--- src/design/smc_settings.svh ---
`ifndef SMC_SETTINGS_SVH
`define SMC_SETTINGS_SVH

// host word, one whole transfer at most
`define SMC_DATA_W 32

// one memory lane, the narrowest bus
`define SMC_BYTE_W 8

// remaining-access counter, counts 3 down to 0
`define SMC_CNT_W 2

// worst case is a 32 bit transfer on an 8 bit bus
`define SMC_MAX_ACCESSES 4

`endif

--- src/design/smc_seq_pkg.sv ---
`default_nettype none

// sequencing types for the access unit
package smc_seq_pkg;

  // one pass of st_req and st_wait_release per memory access
  typedef enum logic [1:0] {
    st_idle         = 2'd0,  // waiting for start
    st_req          = 2'd1,  // req high, waiting for ack
    st_wait_release = 2'd2,  // req low, waiting for ack to drop
    st_done         = 2'd3   // single cycle, done pulse
  } seq_state_e;

endpackage

`default_nettype wire

--- src/design/smc_size_pkg.sv ---
`default_nettype none

// data sizes seen by the access unit
package smc_size_pkg;

  //--------------------------------------------------
  // host transfer size
  //--------------------------------------------------
  typedef enum logic [1:0] {
    xsiz_8  = 2'd0,  // byte
    xsiz_16 = 2'd1,  // halfword
    xsiz_32 = 2'd2   // word
  } xfer_size_e;

  //--------------------------------------------------
  // external memory width
  //--------------------------------------------------
  typedef enum logic [1:0] {
    bsiz_8  = 2'd0,  // 8 bit device
    bsiz_16 = 2'd1,  // 16 bit device
    bsiz_32 = 2'd2   // full width device
  } bus_size_e;

  // host operation
  typedef enum logic {
    op_read  = 1'b0,
    op_write = 1'b1
  } smc_op_e;

endpackage

`default_nettype wire

--- src/design/smc_access_seq.sv ---
`default_nettype none
`timescale 1ns/100ps

`include "smc_settings.svh"

module smc_access_seq (
  input  wire                             sys_clk17,
  input  wire                             n_sys_reset17,
  input  wire                             start,
  input  wire smc_size_pkg::smc_op_e      op,
  input  wire smc_size_pkg::xfer_size_e   xfer_size,
  input  wire smc_size_pkg::bus_size_e    bus_size,
  input  wire                             mem_ack,
  output logic                            mem_req,
  output logic                            mem_we,
  output logic                            busy,
  output logic                            done,
  output smc_size_pkg::smc_op_e           acc_op,
  output smc_size_pkg::xfer_size_e        acc_xfer,
  output smc_size_pkg::bus_size_e         acc_bus,
  output logic [`SMC_CNT_W-1:0]           acc_num,
  output logic                            piece_cap,
  output logic                            first_cap
);

  import smc_size_pkg::*;
  import smc_seq_pkg::*;

  seq_state_e state_q;
  seq_state_e state_d;
  logic       take_req;      // start accepted this cycle
  logic       ack_low_seen;  // end of one four-phase access
  logic       first_pend;    // no piece captured yet

  //--------------------------------------------------
  // access count minus one, from the two sizes
  //--------------------------------------------------
  function automatic logic [`SMC_CNT_W-1:0] last_access(input xfer_size_e xs,
                                                        input bus_size_e  bs);
    logic [`SMC_CNT_W-1:0] cnt;
    cnt = '0;  // one access when bus is as wide or wider
    case (xs)
      xsiz_32:
      begin
        if (bs == bsiz_8)
          cnt = 2'd3;  // four bytes
        else if (bs == bsiz_16)
          cnt = 2'd1;  // two halfwords
      end
      xsiz_16:
      begin
        if (bs == bsiz_8)
          cnt = 2'd1;
      end
      default:
        cnt = '0;
    endcase
    return cnt;
  endfunction

  // status decodes of the state register
  assign mem_req      = (state_q == st_req);
  assign busy         = (state_q == st_req) || (state_q == st_wait_release);
  assign done         = (state_q == st_done);
  assign mem_we       = busy && (acc_op == op_write);  // held over whole access
  assign take_req     = start && !busy;
  assign ack_low_seen = (state_q == st_wait_release) && !mem_ack;
  assign piece_cap    = mem_req && mem_ack;
  assign first_cap    = piece_cap && first_pend;

  //--------------------------------------------------
  // next state
  //--------------------------------------------------
  always_comb
  begin
    state_d = state_q;
    case (state_q)
      st_idle, st_done:
        state_d = take_req ? st_req : st_idle;  // back to back start allowed
      st_req:
      begin
        if (mem_ack)
          state_d = st_wait_release;
      end
      st_wait_release:
      begin
        if (!mem_ack)
          state_d = (acc_num == '0) ? st_done : st_req;
      end
      default:
        state_d = st_idle;
    endcase
  end

  always_ff @(posedge sys_clk17 or negedge n_sys_reset17)
  begin
    if (!n_sys_reset17)
      state_q <= st_idle;
    else
      state_q <= state_d;
  end

  //--------------------------------------------------
  // request store and access counter
  //--------------------------------------------------
  always_ff @(posedge sys_clk17 or negedge n_sys_reset17)
  begin
    if (!n_sys_reset17)
    begin
      acc_op     <= op_read;
      acc_xfer   <= xsiz_8;
      acc_bus    <= bsiz_8;
      acc_num    <= '0;
      first_pend <= 1'b0;
    end
    else if (take_req)
    begin
      acc_op     <= op;
      acc_xfer   <= xfer_size;
      acc_bus    <= bus_size;
      acc_num    <= last_access(xfer_size, bus_size);
      first_pend <= 1'b1;
    end
    else
    begin
      if (piece_cap)
        first_pend <= 1'b0;
      if (ack_low_seen && (acc_num != '0))
        acc_num <= acc_num - 1'b1;  // next lane down
    end
  end

endmodule

`default_nettype wire

--- src/design/smc_access_top.sv ---
`default_nettype none
`timescale 1ns/100ps

`include "smc_settings.svh"

module smc_access_top (
  input  wire                            sys_clk17,
  input  wire                            n_sys_reset17,
  // host side
  input  wire                            start,
  input  wire smc_size_pkg::smc_op_e     op,
  input  wire smc_size_pkg::xfer_size_e  xfer_size,
  input  wire [`SMC_DATA_W-1:0]          wr_data,
  input  wire smc_size_pkg::bus_size_e   bus_size,
  output logic                           busy,
  output logic                           done,
  output logic [`SMC_DATA_W-1:0]         rd_data,
  // memory side, four-phase req/ack
  output logic                           mem_req,
  output logic                           mem_we,
  output logic [`SMC_DATA_W-1:0]         mem_wdata,
  input  wire                            mem_ack,
  input  wire [`SMC_DATA_W-1:0]          mem_rdata
);

  import smc_size_pkg::*;

  xfer_size_e            acc_xfer;   // stored request sizes
  bus_size_e             acc_bus;
  logic [`SMC_CNT_W-1:0] acc_num;    // lane of the current access
  logic                  piece_cap;
  logic                  first_cap;

  //--------------------------------------------------
  // sequencer, owns the handshake
  //--------------------------------------------------
  smc_access_seq u_seq (
    .sys_clk17     (sys_clk17),
    .n_sys_reset17 (n_sys_reset17),
    .start         (start),
    .op            (op),
    .xfer_size     (xfer_size),
    .bus_size      (bus_size),
    .mem_ack       (mem_ack),
    .mem_req       (mem_req),
    .mem_we        (mem_we),
    .busy          (busy),
    .done          (done),
    .acc_op        (),  // stored op only feeds mem_we inside the sequencer
    .acc_xfer      (acc_xfer),
    .acc_bus       (acc_bus),
    .acc_num       (acc_num),
    .piece_cap     (piece_cap),
    .first_cap     (first_cap)
  );

  // write path
  smc_wdata_steer u_steer (
    .wr_data   (wr_data),
    .acc_bus   (acc_bus),
    .acc_num   (acc_num),
    .mem_wdata (mem_wdata)
  );

  // read path
  smc_rdata_pack u_pack (
    .sys_clk17     (sys_clk17),
    .n_sys_reset17 (n_sys_reset17),
    .mem_rdata     (mem_rdata),
    .piece_cap     (piece_cap),
    .first_cap     (first_cap),
    .acc_num       (acc_num),
    .acc_bus       (acc_bus),
    .acc_xfer      (acc_xfer),
    .rd_data       (rd_data)
  );

endmodule

`default_nettype wire

--- src/design/smc_rdata_pack.sv ---
`default_nettype none
`timescale 1ns/100ps

`include "smc_settings.svh"

module smc_rdata_pack (
  input  wire                            sys_clk17,
  input  wire                            n_sys_reset17,
  input  wire [`SMC_DATA_W-1:0]          mem_rdata,
  input  wire                            piece_cap,
  input  wire                            first_cap,
  input  wire [`SMC_CNT_W-1:0]           acc_num,
  input  wire smc_size_pkg::bus_size_e   acc_bus,
  input  wire smc_size_pkg::xfer_size_e  acc_xfer,
  output logic [`SMC_DATA_W-1:0]         rd_data
);

  import smc_size_pkg::*;

  // byte lanes of the gathered word, lane 0 is least significant
  logic [`SMC_MAX_ACCESSES-1:0][`SMC_BYTE_W-1:0] store_q;
  logic [`SMC_MAX_ACCESSES-1:0][`SMC_BYTE_W-1:0] store_d;

  //--------------------------------------------------
  // merge the incoming piece into its lane
  //--------------------------------------------------
  always_comb
  begin
    // a new transfer starts from an empty word
    store_d = first_cap ? '0 : store_q;
    case (acc_bus)
      bsiz_8:
        store_d[acc_num] = mem_rdata[`SMC_BYTE_W-1:0];
      bsiz_16:
      begin
        // halfword lane acc_num[0] covers two byte lanes
        store_d[{acc_num[0], 1'b1}] = mem_rdata[2*`SMC_BYTE_W-1:`SMC_BYTE_W];
        store_d[{acc_num[0], 1'b0}] = mem_rdata[`SMC_BYTE_W-1:0];
      end
      bsiz_32:
        store_d = mem_rdata;  // whole word in one go
      default:
        store_d = store_q;
    endcase
  end

  // written at the end of the ack cycle, ready well before done
  always_ff @(posedge sys_clk17 or negedge n_sys_reset17)
  begin
    if (!n_sys_reset17)
      store_q <= '0;
    else if (piece_cap)
      store_q <= store_d;
  end

  //--------------------------------------------------
  // host word, narrow results repeated to 32 bits
  //--------------------------------------------------
  always_comb
  begin
    case (acc_xfer)
      xsiz_8:
        rd_data = {`SMC_MAX_ACCESSES{store_q[0]}};  // byte in all four lanes
      xsiz_16:
        rd_data = {2{store_q[1], store_q[0]}};  // low halfword twice
      xsiz_32:
        rd_data = store_q;
      default:
        rd_data = store_q;
    endcase
  end

endmodule

`default_nettype wire

--- src/design/smc_wdata_steer.sv ---
`default_nettype none
`timescale 1ns/100ps

`include "smc_settings.svh"

module smc_wdata_steer (
  input  wire [`SMC_DATA_W-1:0]         wr_data,
  input  wire smc_size_pkg::bus_size_e  acc_bus,
  input  wire [`SMC_CNT_W-1:0]          acc_num,
  output logic [`SMC_DATA_W-1:0]        mem_wdata
);

  import smc_size_pkg::*;

  localparam int HALF_W = 2 * `SMC_BYTE_W;

  //--------------------------------------------------
  // lane select
  // counter runs down so the high lane goes out first
  //--------------------------------------------------
  always_comb
  begin
    mem_wdata = '0;  // unused upper bits stay zero
    case (acc_bus)
      bsiz_8:
      begin
        // byte acc_num of the host word
        mem_wdata[`SMC_BYTE_W-1:0] = wr_data[acc_num * `SMC_BYTE_W +: `SMC_BYTE_W];
      end
      bsiz_16:
      begin
        // only two halfword lanes, bit 0 of the count picks one
        mem_wdata[HALF_W-1:0] = wr_data[acc_num[0] * HALF_W +: HALF_W];
      end
      bsiz_32:
        mem_wdata = wr_data;  // full width, single access
      default:
        mem_wdata = '0;
    endcase
  end

endmodule

`default_nettype wire

--- config.mk ---
export PLATFORM = sky130hd
export DESIGN_NAME = smc_access_top
export DESIGN_NICKNAME = d
export VERILOG_FILES = /design/src/design/smc_seq_pkg.sv /design/src/design/smc_size_pkg.sv /design/src/design/smc_access_seq.sv /design/src/design/smc_access_top.sv /design/src/design/smc_rdata_pack.sv /design/src/design/smc_wdata_steer.sv
export VERILOG_INCLUDE_DIRS = /design/src /design/src/design
export SDC_FILE = /design/constraint.sdc
export NUM_CORES = 1
export LEC_CHECK = 0
export BUFFER_PORTS_ARGS = -buffer_cell sky130_fd_sc_hd__buf_2
export CORE_UTILIZATION = 50
export CTS_BUF_LIST = sky130_fd_sc_hd__clkbuf_16
export DETAILED_ROUTE_END_ITERATION = 7
export GPL_TIMING_DRIVEN = 0
export PLACE_DENSITY = 0.93
export RECOVER_POWER = 50
export SETUP_SLACK_MARGIN = 0.15
export SLEW_MARGIN = 10
export SYNTH_ARGS = -nofsm -noshare
export SYNTH_HDL_FRONTEND = slang
export SYNTH_SLANG_ARGS = --single-unit
export TNS_END_PERCENT = 20
--- constraint.sdc ---
create_clock -name sys_clk17 -period 2.5 [get_ports sys_clk17]
set_input_delay 0.375 -clock sys_clk17 [delete_from_list [all_inputs] [get_ports sys_clk17]]
set_output_delay 0.375 -clock sys_clk17 [all_outputs]
set_load 0.02 [all_outputs]
==> impl_metrics.csv <==
group,metric,value,unit
outcome,status,"finished, final reports clean",
detailed_routing,first_iter_violations,591,
detailed_routing,drc,0,
sta,relSlewSlack,28.0,%
die,chipWidth,85.6,um
finish,post-route-util,67.3,%
placement,gp_congestion,0.967,
grt,grt_pass1_vias,3661,
clock_tree,ctsHtreeMaxLevel,2,
finish,layoutNonFillerInstCount,642,
sta,setup_tns,0,ns
clock_tree,holdBufCountCts,0,
placement,placedCellCount,624,
clock_tree,cts.path.max_buffers,2,
sta,hold_viol,0,
grt,antenna_found_initial,0,
setup_path,cp_max_fo,10,
sta,fmax,427,MHz
die,row_count,30,
die,core_area,0.00679,mm^2
detailed_routing,ant_nets,0,
finish,area_growth,30.6,%
flow_run,maxCapViolations,0,
finish,final_cell_mix,"buf_2, dfrtp_1, nand2_1",
synth,yosys.area_share.xor_xnor,0.250,%
synth,synthDistinctLibCells,39,
placement,postPlaceCellArea,0.00432,mm^2
detailed_routing,totalWireLength,12100,um
synth,syn_nets,474,
synth,synth.avg_cell_area,9.02,um^2
setup_path,start_kind,"flip-flop",
detailed_routing,routedWlPerCell,18.9,um
finish,antenna_cells,0,
die,ios,141,
synth,ys_warn_count,0,
grt,overflow,0,
sta,finalCritPeriodShare,93.7,%
detailed_routing,vias,3953,
placement,dp_hpwl,9000,um
clock_tree,root_buffer,"clkbuf_16",
clock_tree,cts_tree,"done",
setup_path,crit_type,"reg2out",
power,ir_worst_vdd,679,uV
placement,io_buffers,140,
die,start_util,51.5,%
clock_tree,clkTransAtPathRegs,0.07,ns
synth,synth_ff_type,"dfrtp_1",
clock_tree,cts_buffers,5,
sta,fin_ws,0.157,ns
sta,fin_crit,2.34,ns
sta,finalSetupViolations,0,
synth,synthCells,388,
finish,final_area,0.00457,mm^2
synth,yosys.area_share.simple,15.2,%
synth,synth.area.mux_share,15.5,%
grt,grt_pass1_wl,18900,um
clock_tree,clock_sinks,42,
power,p_total,6.72,mW
placement,place_ws,0.242,ns
synth,ys_seq_area_share,30.0,%
synth,netlist_area,0.00350,mm^2
finish,drive_gt1_share,39.4,%
die,die_h,85.6,um
clock_tree,insertion_delay,0.29,ns
synth,synth_top_family_by_area,"compound AO/OA/AOI/OAI gates",
finish,final_common_cell,"buf_2",
sta,maxSlewViolCount,0,
grt,grt_util_all_layers,33.2,%
min_path,holdCritPathClass,"in2async",
synth,synth.top_cell.area_share,30.0,%
synth,synth_edf_count,0,
detailed_routing,first_pass_iters,7,
synth,ys_ff_latch,42,
finish,nNetsFinal,631,
finish,fillCellCount,566,
power,power_density,1470,mW/mm^2
sta,fin_skew,0.00876,ns
die,dieArea,0.00734,mm^2
grt,grt_max_degree,43,
synth,synth_compound_area_share,26.5,%
sta,tightest_slew,1.08,ns
setup_path,worstSetupEndpointType,"primary output",
synth,synth_top_area_cell,"dfrtp_1",
synth,synth-adder-area-share,4.65,%
power,power_leakage,2.26,nW
setup_path,cp.required,2.12,ns
sta,rsz0062_at_grt,"true",
synth,async_flop_share,100,%
setup_path,arrival,1.97,ns
detailed_routing,vias_per_cell,6.16,
synth,yosys-top-cells-area,"dfrtp_1, mux2_2, mux4_2",
sta,holdWs,0.274,ns
-- sequential cells by signal, summed over array words and instances (netlist names) --
name and flops:
u_seq.first_pend 1, u_seq.acc_op 1, u_seq.acc_bus 2, u_pack.store_q 32
u_seq.acc_num 2, u_seq.acc_xfer 2, u_seq.state_q 2
-- logic make-up (layout without fill, tap and decap cells) --
logic type	after synthesis	after routing
flops	42	42
buf+inv	53	211
fa+ha+maj	13	13
compound gates	129	129
xor+xnor	1	1
mux	41	41
simple gates	109	109
-- area by class of cell --
class,instances,area (um^2),share of cell area [%]
multi-input cells,293,2180,47.6
inverters,11,41.3,0.904
well taps,96,120,2.63
clock buffers,5,125,2.74
clock inverters,3,41.3,0.904
flip-flops and latches,42,1050,23.0
plain buffers,42,256,5.61
repair buffers,150,757,16.6
-- report_power, final --
| group | switching [mW] | total (mW) | leakage [nW] | internal, mW |
|---|---|---|---|---|
| clock network | 0.270 | 0.738 | 0.0812 | 0.468 |
| logic | 2.87 | 4.73 | 1.64 | 1.86 |
| registers | 0.263 | 1.25 | 0.536 | 0.986 |
-- routing by layer --
metal,global-route usage [%],part of all wire [%],wire length [um]
met1,44.7,39,4790
met2,54.6,49,5970
met3,5.97,9.0,1090
met4,10.5,2.4,286
met5,0,0,0
-- final timing paths --
path / start / to / slack, ns / cells past startpoint
min: n_sys_reset17 / u_pack.store_q[3] / 0.27 / 1
max in group asynchronous: n_sys_reset17 / u_pack.store_q[17] / 1.55 / 1
min reg2reg: u_seq.first_pend / u_seq.first_pend / 0.48 / 2
max: u_seq.acc_bus[0] / mem_wdata[11] / 0.16 / 7
max reg2reg: u_seq.acc_bus[0] / u_pack.store_q[30] / 0.24 / 7
min in group sys_clk17: op / u_seq.acc_op / 0.32 / 2
-- Yosys cell counts (2+ instances only) --
cell	n
clkbuf_1	10
inv_1	11
nor2_1	19
o21ai_0	18
buf_6	2
mux2i_1	9
nor2_2	2
mux4_2	8
a22oi_1	10
o2bb2ai_1	10
ha_1	13
mux2_2	24
a222oi_1	7
and3_1	2
a31oi_1	14
nand3_1	29
o22ai_1	14
a32o_1	3
a22o_1	17
nand2_1	32
buf_2	17
buf_4	11
o21ai_2	2
buf_1	2
a21oi_1	16
dfrtp_1	42
nor2b_1	3
a21o_1	14
and2_1	16
nor3b_1	2
-- worst max-delay path, cell delays in order, from the launching register on --
cell	delay [ns]
dfrtp_1	0.41
ha_1	0.20
buf_4	0.16
nor2b_4	0.13
o21a_4	0.21
buf_6	0.14
a22o_1	0.26
buf_4	0.16
-- what timing repair did --
item                                    4_1_cts  5_1_grt
pin swaps                                     0        2
buffers inserted                              4        6
gates resized for setup                       5       11
endpoints found under the setup margin       24       29
Note: power is estimated with default switching activity, not from simulation.
